===== src/common/i2c_defines.svh =====
`ifndef I2C_DEFINES_SVH
`define I2C_DEFINES_SVH

// fixed upper nibble of the control byte, serial EEPROM family
`define I2C_DEV_TYPE   4'b1010

`define I2C_CNT_W      16  // scl divider counter
`define I2C_LEN_W      6   // burst write length
`define I2C_ADDR_LEN_W 2   // word address length, 1 or 2 bytes

// default rates
`define I2C_SYS_CLOCK  50_000_000
`define I2C_SCL_CLOCK  400_000

`endif

===== src/common/eeprom_pkg.sv =====
`include "i2c_defines.svh"

package eeprom_pkg;

    typedef enum logic [3:0] {
        IDLE,
        START,
        CTRL,
        WADDR,
        WDATA,
        RSTART,
        RCTRL,
        RDATA,
        STOP
    } seq_state_t;

    typedef logic [`I2C_ADDR_LEN_W-1:0] addr_len_t;
    typedef logic [`I2C_LEN_W-1:0]      byte_cnt_t;

endpackage


===== src/common/i2c_pkg.sv =====
package i2c_pkg;

    // control byte fields, msb first on the wire
    typedef struct packed {
        logic [3:0] dev_type;
        logic [2:0] chip;
        logic       rw;         // 1 = read
    } ctrl_fields_t;

    typedef union packed {
        logic [7:0]   raw;      // what the shifter sends
        ctrl_fields_t f;
    } ctrl_byte_u;

    // half-bit counter inside one byte slot, 0..17
    typedef logic [4:0] phase_t;

    localparam phase_t PHASE_ACK  = 5'd16;  // high half of the ninth bit
    localparam phase_t PHASE_LAST = 5'd17;  // low half of the ninth bit

endpackage


===== src/common/i2c_byte_if.sv =====
`timescale 1ns/1ps

interface i2c_byte_if;
    logic       start;        // one cycle, engine must be idle
    logic       rx_mode;
    logic [7:0] tx_byte;
    logic       master_nack;
    logic       done;         // one cycle, end of ninth bit
    logic       ack_ok;
    logic [7:0] rx_byte;

    modport master (
        output start, rx_mode, tx_byte, master_nack,
        input  done, ack_ok, rx_byte
    );

    modport slave (
        input  start, rx_mode, tx_byte, master_nack,
        output done, ack_ok, rx_byte
    );
endinterface


===== src/i2c/i2c_sequencer.sv =====
`timescale 1ns/1ps
`include "i2c_defines.svh"

module i2c_sequencer
    import i2c_pkg::*, eeprom_pkg::*;
(
    input  logic        sys_clk,
    input  logic        Rst_n,
    input  logic        scl_high_mid,
    input  logic        scl_low_mid,
    input  logic [2:0]  device_addr,
    input  logic [15:0] word_addr,
    input  addr_len_t   word_addr_len,
    input  logic        wr_en,
    input  logic        rd_en,
    input  logic [7:0]  wr_data,
    input  byte_cnt_t   wr_data_long,
    i2c_byte_if.master  bus,
    output logic        run,
    output logic        sda_oe,
    output logic        sda_out,
    output logic        wr_data_done,
    output logic        rd_data_done,
    output logic [7:0]  rd_data_out,
    output logic        iic_busy_done,
    output logic        nack_err
);
    seq_state_t  state;
    logic        rd_op;
    addr_len_t   addr_cnt;      // address bytes sent
    byte_cnt_t   wr_cnt;
    logic        rd_pend;
    logic [2:0]  dev_q;
    logic [15:0] waddr_q;
    addr_len_t   alen_q;
    byte_cnt_t   wlen_q;
    ctrl_byte_u  ctrl;

    always_comb
    begin
        ctrl.f.dev_type = `I2C_DEV_TYPE;
        ctrl.f.chip     = dev_q;
        ctrl.f.rw       = (state == RSTART);
    end

    task load_byte(input logic [7:0] b, input logic rx);
        bus.start       <= 1'b1;
        bus.tx_byte     <= b;
        bus.rx_mode     <= rx;
        bus.master_nack <= rx;  // single read byte is always nacked
    endtask

    // pull sda low while scl is low, released again mid high
    task go_stop;
        state   <= STOP;
        sda_oe  <= 1'b1;
        sda_out <= 1'b0;
    endtask

    always_ff @(posedge sys_clk or negedge Rst_n)
    begin
        if (!Rst_n)
        begin
            state           <= IDLE;
            run             <= 1'b0;
            sda_oe          <= 1'b0;
            sda_out         <= 1'b1;
            rd_op           <= 1'b0;
            addr_cnt        <= '0;
            wr_cnt          <= '0;
            bus.start       <= 1'b0;
            bus.tx_byte     <= 8'hff;
            bus.rx_mode     <= 1'b0;
            bus.master_nack <= 1'b0;
            wr_data_done    <= 1'b0;
            rd_pend         <= 1'b0;
            rd_data_done    <= 1'b0;
            iic_busy_done   <= 1'b0;
            nack_err        <= 1'b0;
        end
        else
        begin
            bus.start     <= 1'b0;
            wr_data_done  <= 1'b0;
            iic_busy_done <= 1'b0;
            rd_pend       <= 1'b0;
            rd_data_done  <= rd_pend;
            case (state)
                IDLE:
                    if (wr_en || rd_en)
                    begin
                        rd_op    <= !wr_en;  // write wins
                        run      <= 1'b1;
                        nack_err <= 1'b0;
                        state    <= START;
                    end
                START, RSTART:
                    if (scl_high_mid && !sda_oe)
                    begin
                        sda_oe  <= 1'b1;     // sda falls with scl high
                        sda_out <= 1'b0;
                    end
                    else if (scl_low_mid && sda_oe)
                    begin
                        sda_oe  <= 1'b0;
                        sda_out <= 1'b1;
                        load_byte(ctrl.raw, 1'b0);
                        state   <= (state == START) ? CTRL : RCTRL;
                    end
                CTRL, WADDR, WDATA, RCTRL, RDATA:
                    if (bus.done)
                    begin
                        if (!bus.ack_ok)
                        begin
                            nack_err <= 1'b1;
                            go_stop();
                        end
                        else
                            case (state)
                                CTRL:
                                begin
                                    addr_cnt <= addr_len_t'(1);
                                    load_byte((alen_q == 2'd2) ? waddr_q[15:8] : waddr_q[7:0],
                                              1'b0);
                                    state    <= WADDR;
                                end
                                WADDR:
                                    if (addr_cnt != alen_q)
                                    begin
                                        addr_cnt <= addr_cnt + 1'b1;
                                        load_byte(waddr_q[7:0], 1'b0);
                                    end
                                    else if (rd_op)
                                        state <= RSTART;
                                    else
                                    begin
                                        load_byte(wr_data, 1'b0);
                                        wr_data_done <= 1'b1;
                                        wr_cnt       <= byte_cnt_t'(1);
                                        state        <= WDATA;
                                    end
                                WDATA:
                                    if (wr_cnt >= wlen_q)
                                        go_stop();
                                    else
                                    begin
                                        load_byte(wr_data, 1'b0);
                                        wr_data_done <= 1'b1;
                                        wr_cnt       <= wr_cnt + 1'b1;
                                    end
                                RCTRL:
                                begin
                                    load_byte(8'hff, 1'b1);
                                    state <= RDATA;
                                end
                                default:     // RDATA
                                begin
                                    rd_pend <= 1'b1;
                                    go_stop();
                                end
                            endcase
                    end
                STOP:
                    if (scl_high_mid)
                    begin
                        sda_oe        <= 1'b0;  // sda rises with scl high
                        sda_out       <= 1'b1;
                        run           <= 1'b0;
                        iic_busy_done <= 1'b1;
                        state         <= IDLE;
                    end
                default:
                    state <= IDLE;
            endcase
        end
    end

    always_ff @(posedge sys_clk)
    begin
        if (state == IDLE && (wr_en || rd_en))
        begin
            dev_q   <= device_addr;
            waddr_q <= word_addr;
            alen_q  <= word_addr_len;
            wlen_q  <= wr_data_long;
        end
        if (state == RDATA && bus.done)
            rd_data_out <= bus.rx_byte;
    end
endmodule


===== src/flat_wrapper.sv =====
// flat-port wrapper written by rule: the top's interface ports become plain ports
module i2c_sequencer_flat import i2c_pkg::*, eeprom_pkg::*;
  (sys_clk, Rst_n, scl_high_mid, scl_low_mid, device_addr, word_addr, word_addr_len, wr_en, rd_en, wr_data, wr_data_long, run, sda_oe, sda_out, wr_data_done, rd_data_done, rd_data_out, iic_busy_done, nack_err, bus_start, bus_rx_mode, bus_tx_byte, bus_master_nack, bus_done, bus_ack_ok, bus_rx_byte);
  i2c_byte_if bus_i ();
  input  logic sys_clk;
  input  logic Rst_n;
  input  logic scl_high_mid;
  input  logic scl_low_mid;
  input  logic [2:0] device_addr;
  input  logic [15:0] word_addr;
  input  addr_len_t word_addr_len;
  input  logic wr_en;
  input  logic rd_en;
  input  logic [7:0] wr_data;
  input  byte_cnt_t wr_data_long;
  output logic run;
  output logic sda_oe;
  output logic sda_out;
  output logic wr_data_done;
  output logic rd_data_done;
  output logic [7:0] rd_data_out;
  output logic iic_busy_done;
  output logic nack_err;
  output wire logic [$bits(bus_i.start)-1:0] bus_start;
  output wire logic [$bits(bus_i.rx_mode)-1:0] bus_rx_mode;
  output wire logic [$bits(bus_i.tx_byte)-1:0] bus_tx_byte;
  output wire logic [$bits(bus_i.master_nack)-1:0] bus_master_nack;
  input wire logic [$bits(bus_i.done)-1:0] bus_done;
  input wire logic [$bits(bus_i.ack_ok)-1:0] bus_ack_ok;
  input wire logic [$bits(bus_i.rx_byte)-1:0] bus_rx_byte;
  assign bus_start = bus_i.start;
  assign bus_rx_mode = bus_i.rx_mode;
  assign bus_tx_byte = bus_i.tx_byte;
  assign bus_master_nack = bus_i.master_nack;
  assign bus_i.done = bus_done;
  assign bus_i.ack_ok = bus_ack_ok;
  assign bus_i.rx_byte = bus_rx_byte;
  i2c_sequencer u_core (.sys_clk(sys_clk), .Rst_n(Rst_n), .scl_high_mid(scl_high_mid), .scl_low_mid(scl_low_mid), .device_addr(device_addr), .word_addr(word_addr), .word_addr_len(word_addr_len), .wr_en(wr_en), .rd_en(rd_en), .wr_data(wr_data), .wr_data_long(wr_data_long), .bus(bus_i), .run(run), .sda_oe(sda_oe), .sda_out(sda_out), .wr_data_done(wr_data_done), .rd_data_done(rd_data_done), .rd_data_out(rd_data_out), .iic_busy_done(iic_busy_done), .nack_err(nack_err));
endmodule

===== config.mk =====
export PLATFORM = sky130hd
export DESIGN_NAME = i2c_sequencer_flat
export DESIGN_NICKNAME = d
export VERILOG_FILES = /design/src/common/eeprom_pkg.sv /design/src/common/i2c_pkg.sv /design/src/common/i2c_byte_if.sv /design/src/i2c/i2c_sequencer.sv /design/src/flat_wrapper.sv
export VERILOG_INCLUDE_DIRS = /design/src /design/src/common
export SDC_FILE = /design/constraint.sdc
export NUM_CORES = 1
export LEC_CHECK = 0
export BUFFER_PORTS_ARGS = -buffer_cell sky130_fd_sc_hd__buf_2
export CAP_MARGIN = 40
export CORE_MARGIN = 4
export CORE_UTILIZATION = 58
export CTS_BUF_LIST = sky130_fd_sc_hd__clkbuf_4 sky130_fd_sc_hd__clkbuf_8 sky130_fd_sc_hd__clkbuf_16
export CTS_CLUSTER_DIAMETER = 50
export DETAILED_ROUTE_END_ITERATION = 8
export HOLD_SLACK_MARGIN = 0.03
export PLACE_DENSITY = 0.95
export SYNTH_ARGS = -nofsm -noshare
export SYNTH_HDL_FRONTEND = slang
export SYNTH_SLANG_ARGS = --single-unit

===== constraint.sdc =====
create_clock -name sys_clk -period 5.4 [get_ports sys_clk]
set_input_delay 1.62 -clock sys_clk [delete_from_list [all_inputs] [get_ports sys_clk]]
set_output_delay 1.62 -clock sys_clk [all_outputs]
set_load 0.01 [all_outputs]

==> impl_metrics.py <==
metrics = {
    "sta": {
        "hold_violations": 0,
        "worst_slack_ns": 2.717,
        "setup_viol_count_final": 0,
        "worst_slew_pin_slew_ns": 0.8989,
        "period_needed_ns": 2.683,
        "rsz0062_at_grt": "false",
        "period_share": 0.4968,
        "slew_headroom": 0.4008,
        "tns_ns": 0,
        "clock_skew_ns": 0.009211,
        "maxSlewViolCount": 0,
        "fmax_mhz": 372.7,
    },
    "floorplanning": {
        "ios": 77,
        "core.rowCount": 27,
        "start_util": 0.6043,
        "die-area_um2": 7053,
        "core_area_um2": 5540,
        "die_width_um": 83.98,
        "die_h_um": 83.98,
    },
    "layout": {
        "area_delta_synth_final_pct": 18.87,
        "final_net_count": 427,
        "multiInputGateArea_um2": 1386,
        "final_cell_mix": "buf_2, edfxtp_1, nand2_1",
        "antennaDiodeCount": 0,
        "regArea_um2": 1838,
        "fillers": 406,
        "layout-drive-gt1-share": 0.3075,
        "final_common_cell": "buf_2",
    },
    "placement": {
        "gp_congestion": 0.9118,
        "pre_cts_slack_ns": 2.414,
        "port_buffers": 76,
        "hpwlAfterDp_um": 5392,
    },
    "drt": {
        "vias_per_cell": 5.930,
        "routed-via-count": 2645,
        "drt_pass1_iterations": 5,
        "wl_um": 7331,
        "drt_iter0_drc": 262,
        "wl_per_cell_um": 16.44,
        "ant_nets": 0,
        "route.detailed.drc": 0,
    },
    "global_routing": {
        "antenna_found_initial": 0,
        "grt_max_degree": 32,
        "grt_pass1_vias": 2556,
        "grt_overflow_total": 0,
        "grt_pass1_wl_um": 12160,
        "grt_util_all_layers": 0.2227,
    },
    "clock_tree": {
        "clock_latency_ns": 0.35,
        "cts_tree": "done",
        "clock_path_buffers": 2,
        "numCtsBuffers": 9,
        "cts_setup_buffers": 0,
        "cts_resized": 0,
        "path_clk_slew_ns": 0.07,
        "root_buffer": "clkbuf_8",
        "cts_hold_buf": 0,
        "cts.sinks": 66,
        "htree_levels": 3,
    },
    "status": {
        "status": "completed",
    },
    "synth": {
        "synth_seq_cells": 66,
        "syn-cell-area_um2": 3348,
        "synth_edf_count": 35,
        "synth_top_area_share": 0.3139,
        "yosys.area.top_type": "edfxtp_1",
        "syn-num-nets": 352,
        "postSynthAreaPerCell_um2": 11.39,
        "synth_area_leaders": "edfxtp_1, dfrtp_1, dfstp_2",
        "yosys_warnings": 0,
        "yosysSeqAreaShare": 0.5490,
        "synthArstFlopShare": 0.4697,
        "ys_types": 62,
        "synth_flop_cell": "edfxtp_1",
        "netlist_instances": 294,
    },
    "worst_setup_path": {
        "required_ns": 5.66,
        "cp_data_arrival_time_ns": 2.94,
        "crit_start": "u_core.state[1]",
        "reg2reg_slack_ns": 2.72,
        "worst_setup_path_start_kind": "flop",
        "crit_slowest_cell": "dfrtp_1",
        "crit_end": "u_core.bus.tx_byte[7]",
        "path_class": "reg2reg",
        "cp_max_fo": 30,
        "worstReg2RegEnd": "u_core.bus.tx_byte[7]",
        "r2r-start": "u_core.state[1]",
        "end_kind": "flop",
        "max_stage_delay_ns": 0.93,
        "path_cells": "nand4bb_1 > o21ai_0 > o22ai_1 > a221oi_1 > mux2i_1",
        "rr_worst_depth": 5,
    },
    "power_and_ir_drop": {
        "ir_drop_uv": 324.0,
        "total_power_w": 0.001971,
        "leakagePower_nw": 1.670,
        "powerDensity_nw_per_um2": 495.2,
    },
    "worst_hold_path": {
        "hp-start": "u_core.rd_pend",
        "hold_path_class": "reg2reg",
    },
    "job": {
        "maxCapViolCount": 0,
    },
}
-- critical path, delay by kind of cell, from the launching register on --
family	cells	cell delay (ns)
multiplexers	1	0.13
AND/OR/NAND/NOR	1	0.44
AO/OA/AOI/OAI	3	1.09
flip-flops	1	0.93
-- cell usage after synthesis (2+ instances only) --
cell type	number
nor3_1	6
clkbuf_1	10
mux2_2	3
inv_1	17
a221oi_1	5
o2111ai_1	2
nand3b_1	2
nand3_1	5
and2_1	4
edfxtp_1	35
a21oi_1	11
nor3b_1	2
ha_1	7
mux2i_1	16
o211ai_1	2
and4_1	2
dfstp_2	9
dfrtp_1	22
o21bai_1	2
nor2_1	10
and3_1	2
xor2_1	2
nand2_1	32
o211ai_2	2
a221o_1	7
nor2b_1	7
o22ai_1	5
nand4_1	3
o21ai_0	17
nor4b_1	3
nand2b_1	11
-- how the worst min path moves through the flow --
stage	cells after the start	to	slack (ns)
final	0	u_core.rd_data_done	0.36
after global routing	0	u_core.rd_data_done	0.38
after CTS	0	u_core.rd_data_done	0.36
after detailed placement	0	u_core.rd_data_done	0.35
after global placement	0	u_core.rd_data_done	0.34
after floorplan	0	u_core.rd_data_done	0.33
-- registers in the layout, indices dropped and copies added (netlist names), 3 cells and up --
| name | flops |
|---|---|
| u_core.rd_data_out | 8 |
| u_core.dev_q | 3 |
| u_core.wlen_q | 6 |
| u_core.bus.tx_byte | 8 |
| u_core.wr_cnt | 6 |
| u_core.state | 4 |
| u_core.waddr_q | 16 |
-- logic make-up (layout without fill, tap and decap cells) --
group | after synthesis | after routing | share of synthesized area
mux | 20 | 20 | 0.06128
buf+inv | 30 | 110 | 0.03700
fa+ha+maj | 7 | 7 | 0.02616
compound gates | 70 | 70 | 0.1603
simple gates | 99 | 99 | 0.1611
xor+xnor | 2 | 2 | 0.005233
flops | 66 | 66 | 0.5490
-- per-stage QoR --
| stage | cells | hold slack [ns] | instance area (µm²) | utilization |
|---|---|---|---|---|
| 2_1_floorplan | 294 | 0.3312 | 3348 | - |
| 3_3_place_gp | 429 | 0.3404 | 3759 | 0.6784 |
| 3_5_place_dp | 430 | 0.3484 | 3786 | 0.6834 |
| 4_1_cts | 446 | 0.3648 | 3980 | 0.7184 |
| 5_1_grt | 446 | 0.3762 | 3980 | 0.7184 |
| 6_report | 446 | 0.3607 | 3980 | 0.7184 |
-- final cells by class --
type                       count  share of cell area
clock buffer                  12             0.04275
clock inverter                 4            0.005973
inverter                      17             0.01603
multi-input combinational    198              0.3483
sequential                    66              0.4618
tap                           72             0.02263
timing repair buffer          77              0.1025
-- metal layers --
metal / track usage / vias to the layer above / routed length (µm)
met4: 0.1199 / 0 / 234
met5: 0 / - / 0
met1: 0.2753 / 1228 / 2936
li1: - / 1241 / -
met3: 0.06417 / 30 / 596
met2: 0.3521 / 146 / 3564
-- power by group --
| part | total (W) | internal [W] | switching (W) |
|---|---|---|---|
| Combinational | 0.000711 | 0.000305 | 0.000406 |
| Clock | 0.000392 | 0.000210 | 0.000181 |
| Sequential | 0.000869 | 0.000721 | 0.000148 |
No activity file was read; power rests on OpenSTA's default activity.
