`src/common/i2c_defines.svh`:
```
`ifndef I2C_DEFINES_SVH
`define I2C_DEFINES_SVH

// fixed upper nibble of the control byte, serial EEPROM family
`define I2C_DEV_TYPE   4'b1010

`define I2C_CNT_W      16  // scl divider counter
`define I2C_LEN_W      6   // burst write length
`define I2C_ADDR_LEN_W 2   // word address length, 1 or 2 bytes

// default rates
`define I2C_SYS_CLOCK  50_000_000
`define I2C_SCL_CLOCK  400_000

`endif
```
`src/scl_timer.sv`:
```
`timescale 1ns/1ps
`include "i2c_defines.svh"

module scl_timer #(
    parameter int SYS_CLOCK = `I2C_SYS_CLOCK,
    parameter int SCL_CLOCK = `I2C_SCL_CLOCK
) (
    input  logic sys_clk,
    input  logic Rst_n,
    input  logic run,
    output logic iic_scl,
    output logic scl_high_mid,
    output logic scl_low_mid
);
    localparam int DIV = SYS_CLOCK / SCL_CLOCK;

    localparam logic [`I2C_CNT_W-1:0] CNT_MAX  = `I2C_CNT_W'(DIV - 1);
    localparam logic [`I2C_CNT_W-1:0] CNT_HALF = `I2C_CNT_W'(DIV / 2);
    localparam logic [`I2C_CNT_W-1:0] CNT_QTR  = `I2C_CNT_W'(DIV / 4);
    localparam logic [`I2C_CNT_W-1:0] CNT_3QTR = `I2C_CNT_W'(DIV / 4 + DIV / 2);

    logic [`I2C_CNT_W-1:0] cnt;

    always_ff @(posedge sys_clk or negedge Rst_n)
    begin
        if (!Rst_n)
            cnt <= '0;
        else if (!run || cnt == CNT_MAX)
            cnt <= '0;
        else
            cnt <= cnt + 1'b1;
    end

    // outputs lag cnt by one cycle, strobes stay inside their half
    always_ff @(posedge sys_clk or negedge Rst_n)
    begin
        if (!Rst_n)
        begin
            iic_scl      <= 1'b1;
            scl_high_mid <= 1'b0;
            scl_low_mid  <= 1'b0;
        end
        else
        begin
            iic_scl      <= !run || (cnt < CNT_HALF);  // rests high when idle
            scl_high_mid <= run && (cnt == CNT_QTR);
            scl_low_mid  <= run && (cnt == CNT_3QTR);
        end
    end
endmodule

```
`config.mk`:
```
export PLATFORM = sky130hd
export DESIGN_NAME = scl_timer
export DESIGN_NICKNAME = d
export VERILOG_FILES = /design/src/scl_timer.sv
export VERILOG_INCLUDE_DIRS = /design/src /design/src/common
export SDC_FILE = /design/constraint.sdc
export NUM_CORES = 1
export LEC_CHECK = 0
export CORE_MARGIN = 2
export CORE_UTILIZATION = 64
export DETAILED_ROUTE_END_ITERATION = 8
export DONT_BUFFER_PORTS = 1
export GPL_ROUTABILITY_DRIVEN = 0
export PLACE_DENSITY = 0.9
export SYNTH_ARGS = -nofsm -noshare
export SYNTH_HDL_FRONTEND = slang
export SYNTH_SLANG_ARGS = --single-unit
```
`constraint.sdc`:
```
create_clock -name sys_clk -period 4.55 [get_ports sys_clk]
set_input_delay 0 -clock sys_clk [delete_from_list [all_inputs] [get_ports sys_clk]]
set_output_delay 0 -clock sys_clk [all_outputs]
set_load 0.02 [all_outputs]
```
==> impl_metrics.toml, run 1 <==
[drt]
ant_nets = 0
drc = 0
vias = 676
drt_iter0_drc = 42
avgRoutedWirePerCell_um = 14.4
first_pass_iters = 4
routed_wl_um = 1630
vias_per_cell = 5.98

[clocking]
clock-sinks = 19
path_clk_slew_ns = 0.10
clk_path_buf_depth = 2
cts_root_buf = "clkbuf_4"
insertion_delay_ns = 0.30
cts_inserted_buffers = 3
h-tree-depth = 1
post_cts_buffers = 0
cts_tree = "yes"

[placement]
io_buffers = 0
post-dp-hpwl_um = 1130
placed_area_um2 = 970

[synthesis]
ys_seq_elements = 19
syn_area_um2 = 975
synth_cells = 95
yosys-top-cells-area = "dfrtp_1 46%, xor2_1 8.1%, nor2_1 6.9%"
synth_edf_count = 0
seq_area_frac_synth_pct = 48.9
avgSynthCellArea_um2 = 10.3
async_flop_share_pct = 100
synth_fp_nets = 101
ys_types = 28
synth_top_flop_cell = "dfrtp_1"
synth_top_area_cell = "dfrtp_1"
synth_warnings = 0
synth_top_cell_area_share_pct = 46.2

[final_layout]
fill_cells = 101
drive_gt1_share_pct = 11.3
nNetsFinal = 104
fin_util_pct = 69.0
diodes = 0
finalInstanceArea_mm2 = 0.00102
syn2layout_area_growth_pct = 4.24
most-common-layout-cells = "18 x nor2_1, 18 x dfrtp_1, 9 x xor2_1"

[power]
p_seq_share_pct = 64.0
comb_power_share_pct = 5.0
clkPwrFrac_pct = 30.9
leakagePower_nw = 0.439
intPower_w = 0.000210
power_switching_w = 0.0000622
p_per_area_mw_per_mm2 = 268
max-vdd-ir-drop_v = 0.000160
switching_share_pct = 22.9

[timing]
max_freq_mhz = 554
slew_headroom_pct = 46.4
finalMaxSlewViolations = 0
fin_crit_sh_pct = 39.7
min_period_ns = 1.80
finClkSkew_ns = 0.00408
setup_viol = 0
fin_tns_setup_ns = 0
grt_setup_unrepaired = "false"
tightest_slew_ns = 0.802
hold_viol = 0

[global_routing]
grt_pass1_wl_um = 2720
overflow = 0
grt_pass1_vias = 643
antenna_found_initial = 0
grt_max_degree = 20
grtUsageTotal_pct = 20.0

[floorplanning]
dieArea_mm2 = 0.00185
die_w_um = 43.0
initial_utilization_pct = 66.2
dieHeight_um = 43.0
ios = 6
num_rows = 14
core_region_area_mm2 = 0.00147

[critical_path]
crit_arrival_ns = 1.96
cp-end-kind = "flop"
crit_required_ns = 4.71
crit_path_max_incr_delay_ns = 0.63
cp-start-kind = "flop"
cp_max_fo = 16
cp_cell_sequence = "nor4_2, nand3_2, o31ai_4, nor2_1"
path_class = "reg -> reg"
cp_slowest_cell = "o31ai_4"

[min_path]
min_path_type = "in -> async"

[run_status]
status = "completed"

[flow_run]
cap_violations = 0
-- through the flow --
step,std cells,hold slack (ns),worst slack [ns],power [W]
after floorplan,95,-0.296,3.01,0.000185
after global placement,107,-0.295,2.80,0.000185
after detailed placement,107,-0.295,2.75,0.000186
after CTS,113,0.254,2.74,0.000272
after global routing,113,0.290,2.60,0.000280
final,113,0.225,2.75,0.000272
-- path summary, 6_finish.rpt --
path	cells after the start	endpoint	slack, ns	startpoint
worst min-delay path	1	scl_high_mid	0.22	Rst_n
min in group sys_clk	2	iic_scl	0.43	run
worst min register to register	1	cnt[0]	0.55	cnt[0]
worst max-delay path	4	cnt[6]	2.75	cnt[9]
max in group asynchronous	1	cnt[9]	3.83	Rst_n
worst max register to register	4	cnt[6]	2.75	cnt[9]
-- power groups by stage --
stage	registers, W	logic (W)	clock network (W)
2_1_floorplan	0.000177	0.00000821	0
3_3_place_gp	0.000177	0.00000847	0
3_5_place_dp	0.000177	0.00000899	0
4_1_cts	0.000174	0.0000140	0.0000845
5_1_grt	0.000174	0.0000158	0.0000894
6_report	0.000174	0.0000137	0.0000841
-- sequential cells by signal (all words and copies together), names as in the netlist --
register      count
cnt              16
iic_scl           1
scl_high_mid      1
scl_low_mid       1
-- synthesized netlist by cell type, types with 2 or more instances --
cell type	n
inv_1	4
nand2_1	3
or3_1	3
clkbuf_2	2
xor2_1	9
nand4_1	6
and4_2	2
nor2_1	18
dfrtp_1	18
xnor2_1	4
ha_1	3
nand3_1	7
-- layout make-up --
cell class | instances | area [um2] | area share [%]
Clock buffer | 4 | 26.3 | 2.59
Tap cell | 16 | 20.0 | 1.97
Sequential cell | 19 | 477 | 46.9
Multi-Input combinational cell | 68 | 458 | 45.1
Inverter | 4 | 15.0 | 1.48
Timing Repair Buffer | 2 | 20.0 | 1.97
-- per-layer routing --
layer / share of wire, % / up-vias / global-route usage, % / wire [um]
li1: - / 325 / - / -
met1: 45 / 322 / 27.8 / 730
met2: 48 / 24 / 28.8 / 783
met3: 5.5 / 5 / 4.26 / 90
met4: 1.6 / 0 / 11.5 / 26
met5: 0 / - / 0 / 0
-- critical path: cells and delay by family, from the launching register on --
| kind | cells | cell delay (ns) |
|---|---|---|
| AOI/OAI and AO/OA | 1 | 0.63 |
| DFF | 1 | 0.45 |
| and+or+nand+nor | 3 | 0.58 |
-- kinds of logic after synthesis --
family                   Yosys count  share of synthesized area (%)
AO/OA/AOI/OAI                      4                           3.98
XOR/XNOR                          13                           11.7
adder cells (fa/ha/maj)            3                           3.85
buffers and inverters              8                           4.11
flip-flops                        19                           48.9
AND/OR/NAND/NOR                   48                           27.5
-- repair_timing --
item | in CTS | in global routing
gates resized for setup | 0 | 0
hold endpoints to repair | 38 | 0
hold buffers | 2 | 0
(Power assumes the default switching activity.)
==> run 2: changes to the inputs <==
Settings changed: CORE_UTILIZATION 64 to 54, PLACE_DENSITY 0.9 to 0.82.
Clock period 4.55 ns to 1.5 ns, I/O delays scaled along.
==> run 2 against run 1 <==
The flow now finishes with violations (setup timing). Design area up 17%. Flip-flop and latch count unchanged. Power rose to 3.1 times the previous value. Wire length up 23%. Non-clock buffer count up 14. Die area up 17%. Count of clock-buffer cells in the layout down 1. Sequential share of layout area down 6.8 points. Register-to-register slack worse by 2.8 ns. Cell count up 20%. Sequential power rose to 3.0 times the previous value. Worst setup slack worse by 2.8 ns. Largest cell class is now multi-input combinational cells.
==> impl_metrics.toml, run 2 (synthesis gave the netlist of run 1 again) <==
[run_status]
status = "finished, violations left"
violations = "setup timing"

[final_layout]
drive_gt1_share_pct = 33.3
nNetsFinal = 118
fin_util_pct = 69.6
syn2layout_area_growth_pct = 22.0
most-common-layout-cells = "18 x dfrtp_1, 11 x nor2_1, 11 x buf_4"
largest_reg_flops = 16
final_common_cell = "dfrtp_1"
diodes = 0
top_register = "cnt"
stdcell_count = 136

[power]
switching_share_pct = 24.6
p_per_area_mw_per_mm2 = 718
max-vdd-ir-drop_v = 0.000517
leakagePower_nw = 0.517
power_switching_w = 0.000210
clkPwrFrac_pct = 31.0
p_seq_share_pct = 61.8
intPower_w = 0.000643
comb_power_share_pct = 7.2

[timing]
finClkSkew_ns = 0.00924
setup_viol = 16
hold_viol = 0
finalMaxSlewViolations = 0
max_freq_mhz = 657
hold_ws_ns = 0.212
grt_setup_unrepaired = "true"
slew_headroom_pct = 46.2
min_period_ns = 1.52
tightest_slew_ns = 0.805
setup_ws_ns = -0.0214
fin_crit_sh_pct = 101
fin_tns_setup_ns = -0.178

[clocking]
clock-sinks = 19
h-tree-depth = 1
cts_tree = "yes"
cts_root_buf = "clkbuf_4"
insertion_delay_ns = 0.30
clk_path_buf_depth = 2
path_clk_slew_ns = 0.12
cts_inserted_buffers = 3

[global_routing]
antenna_found_initial = 0
grt_pass1_wl_um = 3180
grtUsageTotal_pct = 21.1
grt_max_degree = 20
overflow = 0
grt_pass1_vias = 728

[critical_path]
reg2reg_from = "cnt[9]"
cp_max_fo = 7
crit_arrival_ns = 1.73
reg2reg_depth = 6
r2r-end = "cnt[3]"
path_class = "reg -> reg"
cp-start-kind = "flop"
crit_required_ns = 1.71
cp-end-kind = "flop"
rrSetupSlack_ns = -0.02

[drt]
first_pass_iters = 4
avgRoutedWirePerCell_um = 14.8
drt_iter0_drc = 19
vias = 751
vias_per_cell = 5.52
drc = 0
routed_wl_um = 2010
ant_nets = 0

[floorplanning]
dieArea_mm2 = 0.00216
num_rows = 15
dieHeight_um = 46.5
initial_utilization_pct = 57.1
core_region_area_mm2 = 0.00171
ios = 6
die_w_um = 46.5

[flow_run]
cap_violations = 0

[placement]
post-dp-hpwl_um = 1320
io_buffers = 0
place_ws_ns = -0.0522
dp_cells = 127

[min_path]
min_path_type = "in -> async"
==> run 2: layer usage <==
| metal | share of wire (%) | global-route usage [%] |
|---|---|---|
| met2 | 50 | 31.9 |
| met1 | 46 | 27.2 |
| met4 | 1.3 | 14.3 |
| met3 | 2.6 | 3.53 |
| met5 | 0 | 0 |
==> run 2: stage by stage <==
| stage | total power, W | cell area, um2 |
|---|---|---|
| 2_1_floorplan | 0.000560 | 975 |
| 3_3_place_gp | 0.000570 | 1060 |
| 3_5_place_dp | 0.000572 | 1060 |
| 4_1_cts | 0.000847 | 1140 |
| 5_1_grt | 0.000892 | 1190 |
| 6_report | 0.000853 | 1190 |
==> run 2: power groups by stage <==
| stage | Clock (W) | Sequential, W | Combinational [W] |
|---|---|---|---|
| detailed placement | 0 | 0.000537 | 0.0000346 |
| finish | 0.000265 | 0.000527 | 0.0000612 |
| global placement | 0 | 0.000536 | 0.0000334 |
| global route | 0.000294 | 0.000528 | 0.0000699 |
| CTS | 0.000267 | 0.000527 | 0.0000532 |
| floorplan | 0 | 0.000535 | 0.0000249 |
==> run 2: worst max path at each step <==
stage | start | cells past startpoint | slack (ns) | endpoint
3_5_place_dp | cnt[9] | 4 | -0.05 | scl_high_mid
6_report | cnt[9] | 6 | -0.02 | cnt[3]
5_1_grt | cnt[1] | 5 | -0.09 | cnt[12]
3_3_place_gp | cnt[9] | 4 | 0.03 | scl_high_mid
2_1_floorplan | cnt[9] | 4 | 0.02 | scl_high_mid
4_1_cts | cnt[9] | 6 | -0.009 | cnt[11]
==> run 2: critical path, stage by stage, from the launching register on <==
cell and delay [ns]:
dfrtp_1 0.40, nor4_2 0.29, nand3_2 0.14, buf_6 0.15
o31ai_4 0.21, buf_6 0.19, nor2_2 0.05
==> run 2: layout make-up <==
cell class              instances  area (um2)
well taps                      25        31.3
flip-flops and latches         19         477
clock inverters                 1        5.00
repair buffers                 16         136
multi-input cells              68         502
inverters                       4        15.0
clock buffers                   3        22.5
fillers                       125         519
==> run 2: repair_timing <==
action / CTS / global route
setup buffers: 3 / 0
pin swaps: 1 / 2
setup endpoints to repair: 3 / 17
gates resized for setup: 1 / 14
hold endpoints to repair: 38 / 0
hold buffers: 2 / 0
==> run 3: changes to the inputs <==
Settings changed: CORE_UTILIZATION 54 to 60, GPL_ROUTABILITY_DRIVEN 0 to unset, PLACE_DENSITY 0.82 to 0.86.
Clock period 1.5 ns to 1.6 ns, I/O delays scaled along.
==> run 3 against run 2 <==
The flow now finishes without violations. Largest cell class is now registers. Combinational power shrank 23%. Cell count shrank 10%. Core utilization grew 2.3 points. Design area shrank 8.8%. Worst hold slack gained 0.020 ns. Highest routed layer unchanged. Wire length shrank 8.1%. Flip-flop and latch count is the same. Maximum frequency is essentially flat. Global-route usage grew 0.93 points. Count of clock-buffer cells in the layout grew 1.
==> impl_metrics.toml, run 3 (synthesis gave the netlist of run 1 again) <==
[critical_path]
cp-start-kind = "flop"
cp-end-kind = "flop"
crit_required_ns = 1.83
crit_path_max_incr_delay_ns = 0.45
critical_path.top_delay_family = "simple AND/OR/NAND/NOR gates"
cp_slowest_cell = "dfrtp_1"
cp_cell_sequence = "nor4_2, nand3_2, or3_1, nor3b_2"
cp_max_fo = 4
crit_arrival_ns = 1.75
rrSetupSlack_ns = 0.08
reg2reg_depth = 4
path_class = "reg -> reg"
path_depth = 4
path_buf_inv = 0

[final_layout]
largest_reg_flops = 16
syn2layout_area_growth_pct = 11.2
drive_gt1_share_pct = 18.9
diodes = 0
top_register = "cnt"
stdcell_count = 122
fin_util_pct = 71.9
most-common-layout-cells = "18 x nor2_1, 18 x dfrtp_1, 9 x xor2_1, 9 x buf_4, 7 x nand3_1"
nNetsFinal = 113
fill_cells = 94

[drt]
drt_iter0_drc = 20
drc = 0
ant_nets = 0
avgRoutedWirePerCell_um = 15.2
first_pass_iters = 4
vias_per_cell = 5.98
routed_wl_um = 1850
vias = 730

[timing]
hold_ws_ns = 0.232
hold_viol = 0
finClkSkew_ns = 0.00405
tightest_slew_ns = 0.824
setup_viol = 0
grt_setup_unrepaired = "false"
slew_headroom_pct = 44.9
finalMaxSlewViolations = 0
fin_tns_setup_ns = 0
max_freq_mhz = 657
fin_crit_sh_pct = 95.2
min_period_ns = 1.52

[floorplanning]
ios = 6
core_region_area_mm2 = 0.00151
die_w_um = 44.3
dieArea_mm2 = 0.00196
num_rows = 14
dieHeight_um = 44.3
initial_utilization_pct = 64.7

[clocking]
h-tree-depth = 1
post_cts_resized = 0
clock-sinks = 19
cts_inserted_buffers = 3
insertion_delay_ns = 0.30
post_cts_buffers = 0
path_clk_slew_ns = 0.10
cts_root_buf = "clkbuf_4"
cts_tree = "yes"
clk_path_buf_depth = 2

[global_routing]
overflow = 0
grt_pass1_vias = 699
antenna_found_initial = 0
grtUsageTotal_pct = 22.0
grt_max_degree = 20
grt_pass1_wl_um = 3110

[power]
power.total_w = 0.000782
max-vdd-ir-drop_v = 0.000471
p_per_area_mw_per_mm2 = 722
leakagePower_nw = 0.485

[placement]
dp_cells = 116
post-dp-hpwl_um = 1330
routabilityCongestion = 0.874
io_buffers = 0

[flow_run]
cap_violations = 0

[min_path]
min_path_type = "in -> async"

[run_status]
status = "completed"
==> run 3: changes by cell type in the layout (fill, tap and decap cells not counted), moves of 2 or more <==
cell / delta
nor2_1: +7
nor2_2: -6
buf_6: -3
buf_4: -2
==> run 3: layout make-up <==
class                           count  area (um2)  share of cell area, %
Clock buffer                        4        26.3                   2.42
Inverter                            4        15.0                   1.39
Tap cell                           16        20.0                   1.85
Multi-Input combinational cell     68         458                   42.3
Sequential cell                    19         477                   44.0
Timing Repair Buffer               11        87.6                   8.08
==> run 3: timing repair <==
item	in CTS	in global routing
endpoints found under the hold margin	38	0
endpoints found under the setup margin	0	1
hold buffers	2	0
==> run 3: per-layer routing <==
metal	up-vias	track usage, %	share of wire [%]
met1	361	30.2	48
met2	21	34.7	47
met5	-	0	0
met3	3	3.67	3.7
li1	345	-	-
met4	0	9.09	1.2
==> run 3: worst paths after layout <==
kind / from / end
max: cnt[11] / scl_high_mid
min: Rst_n / cnt[7]
max reg2reg: cnt[11] / scl_high_mid
min reg2reg: cnt[0] / cnt[0]
max in group asynchronous: Rst_n / cnt[6]
min in group sys_clk: run / iic_scl
==> run 3: report_power, final <==
group          internal (W)  total [W]  switching [W]
clock             0.0000972   0.000241       0.000144
combinational     0.0000179  0.0000474      0.0000295
sequential         0.000486   0.000493     0.00000706
==> run 3: through the flow <==
| step | setup WS, ns | instance area (um2) |
|---|---|---|
| finish | 0.0772 | 1080 |
| global route | 0.0000338 | 1080 |
| CTS | 0.0645 | 1080 |
| detailed placement | 0.0986 | 1040 |
| global placement | 0.149 | 1040 |
| floorplan | 0.0569 | 975 |
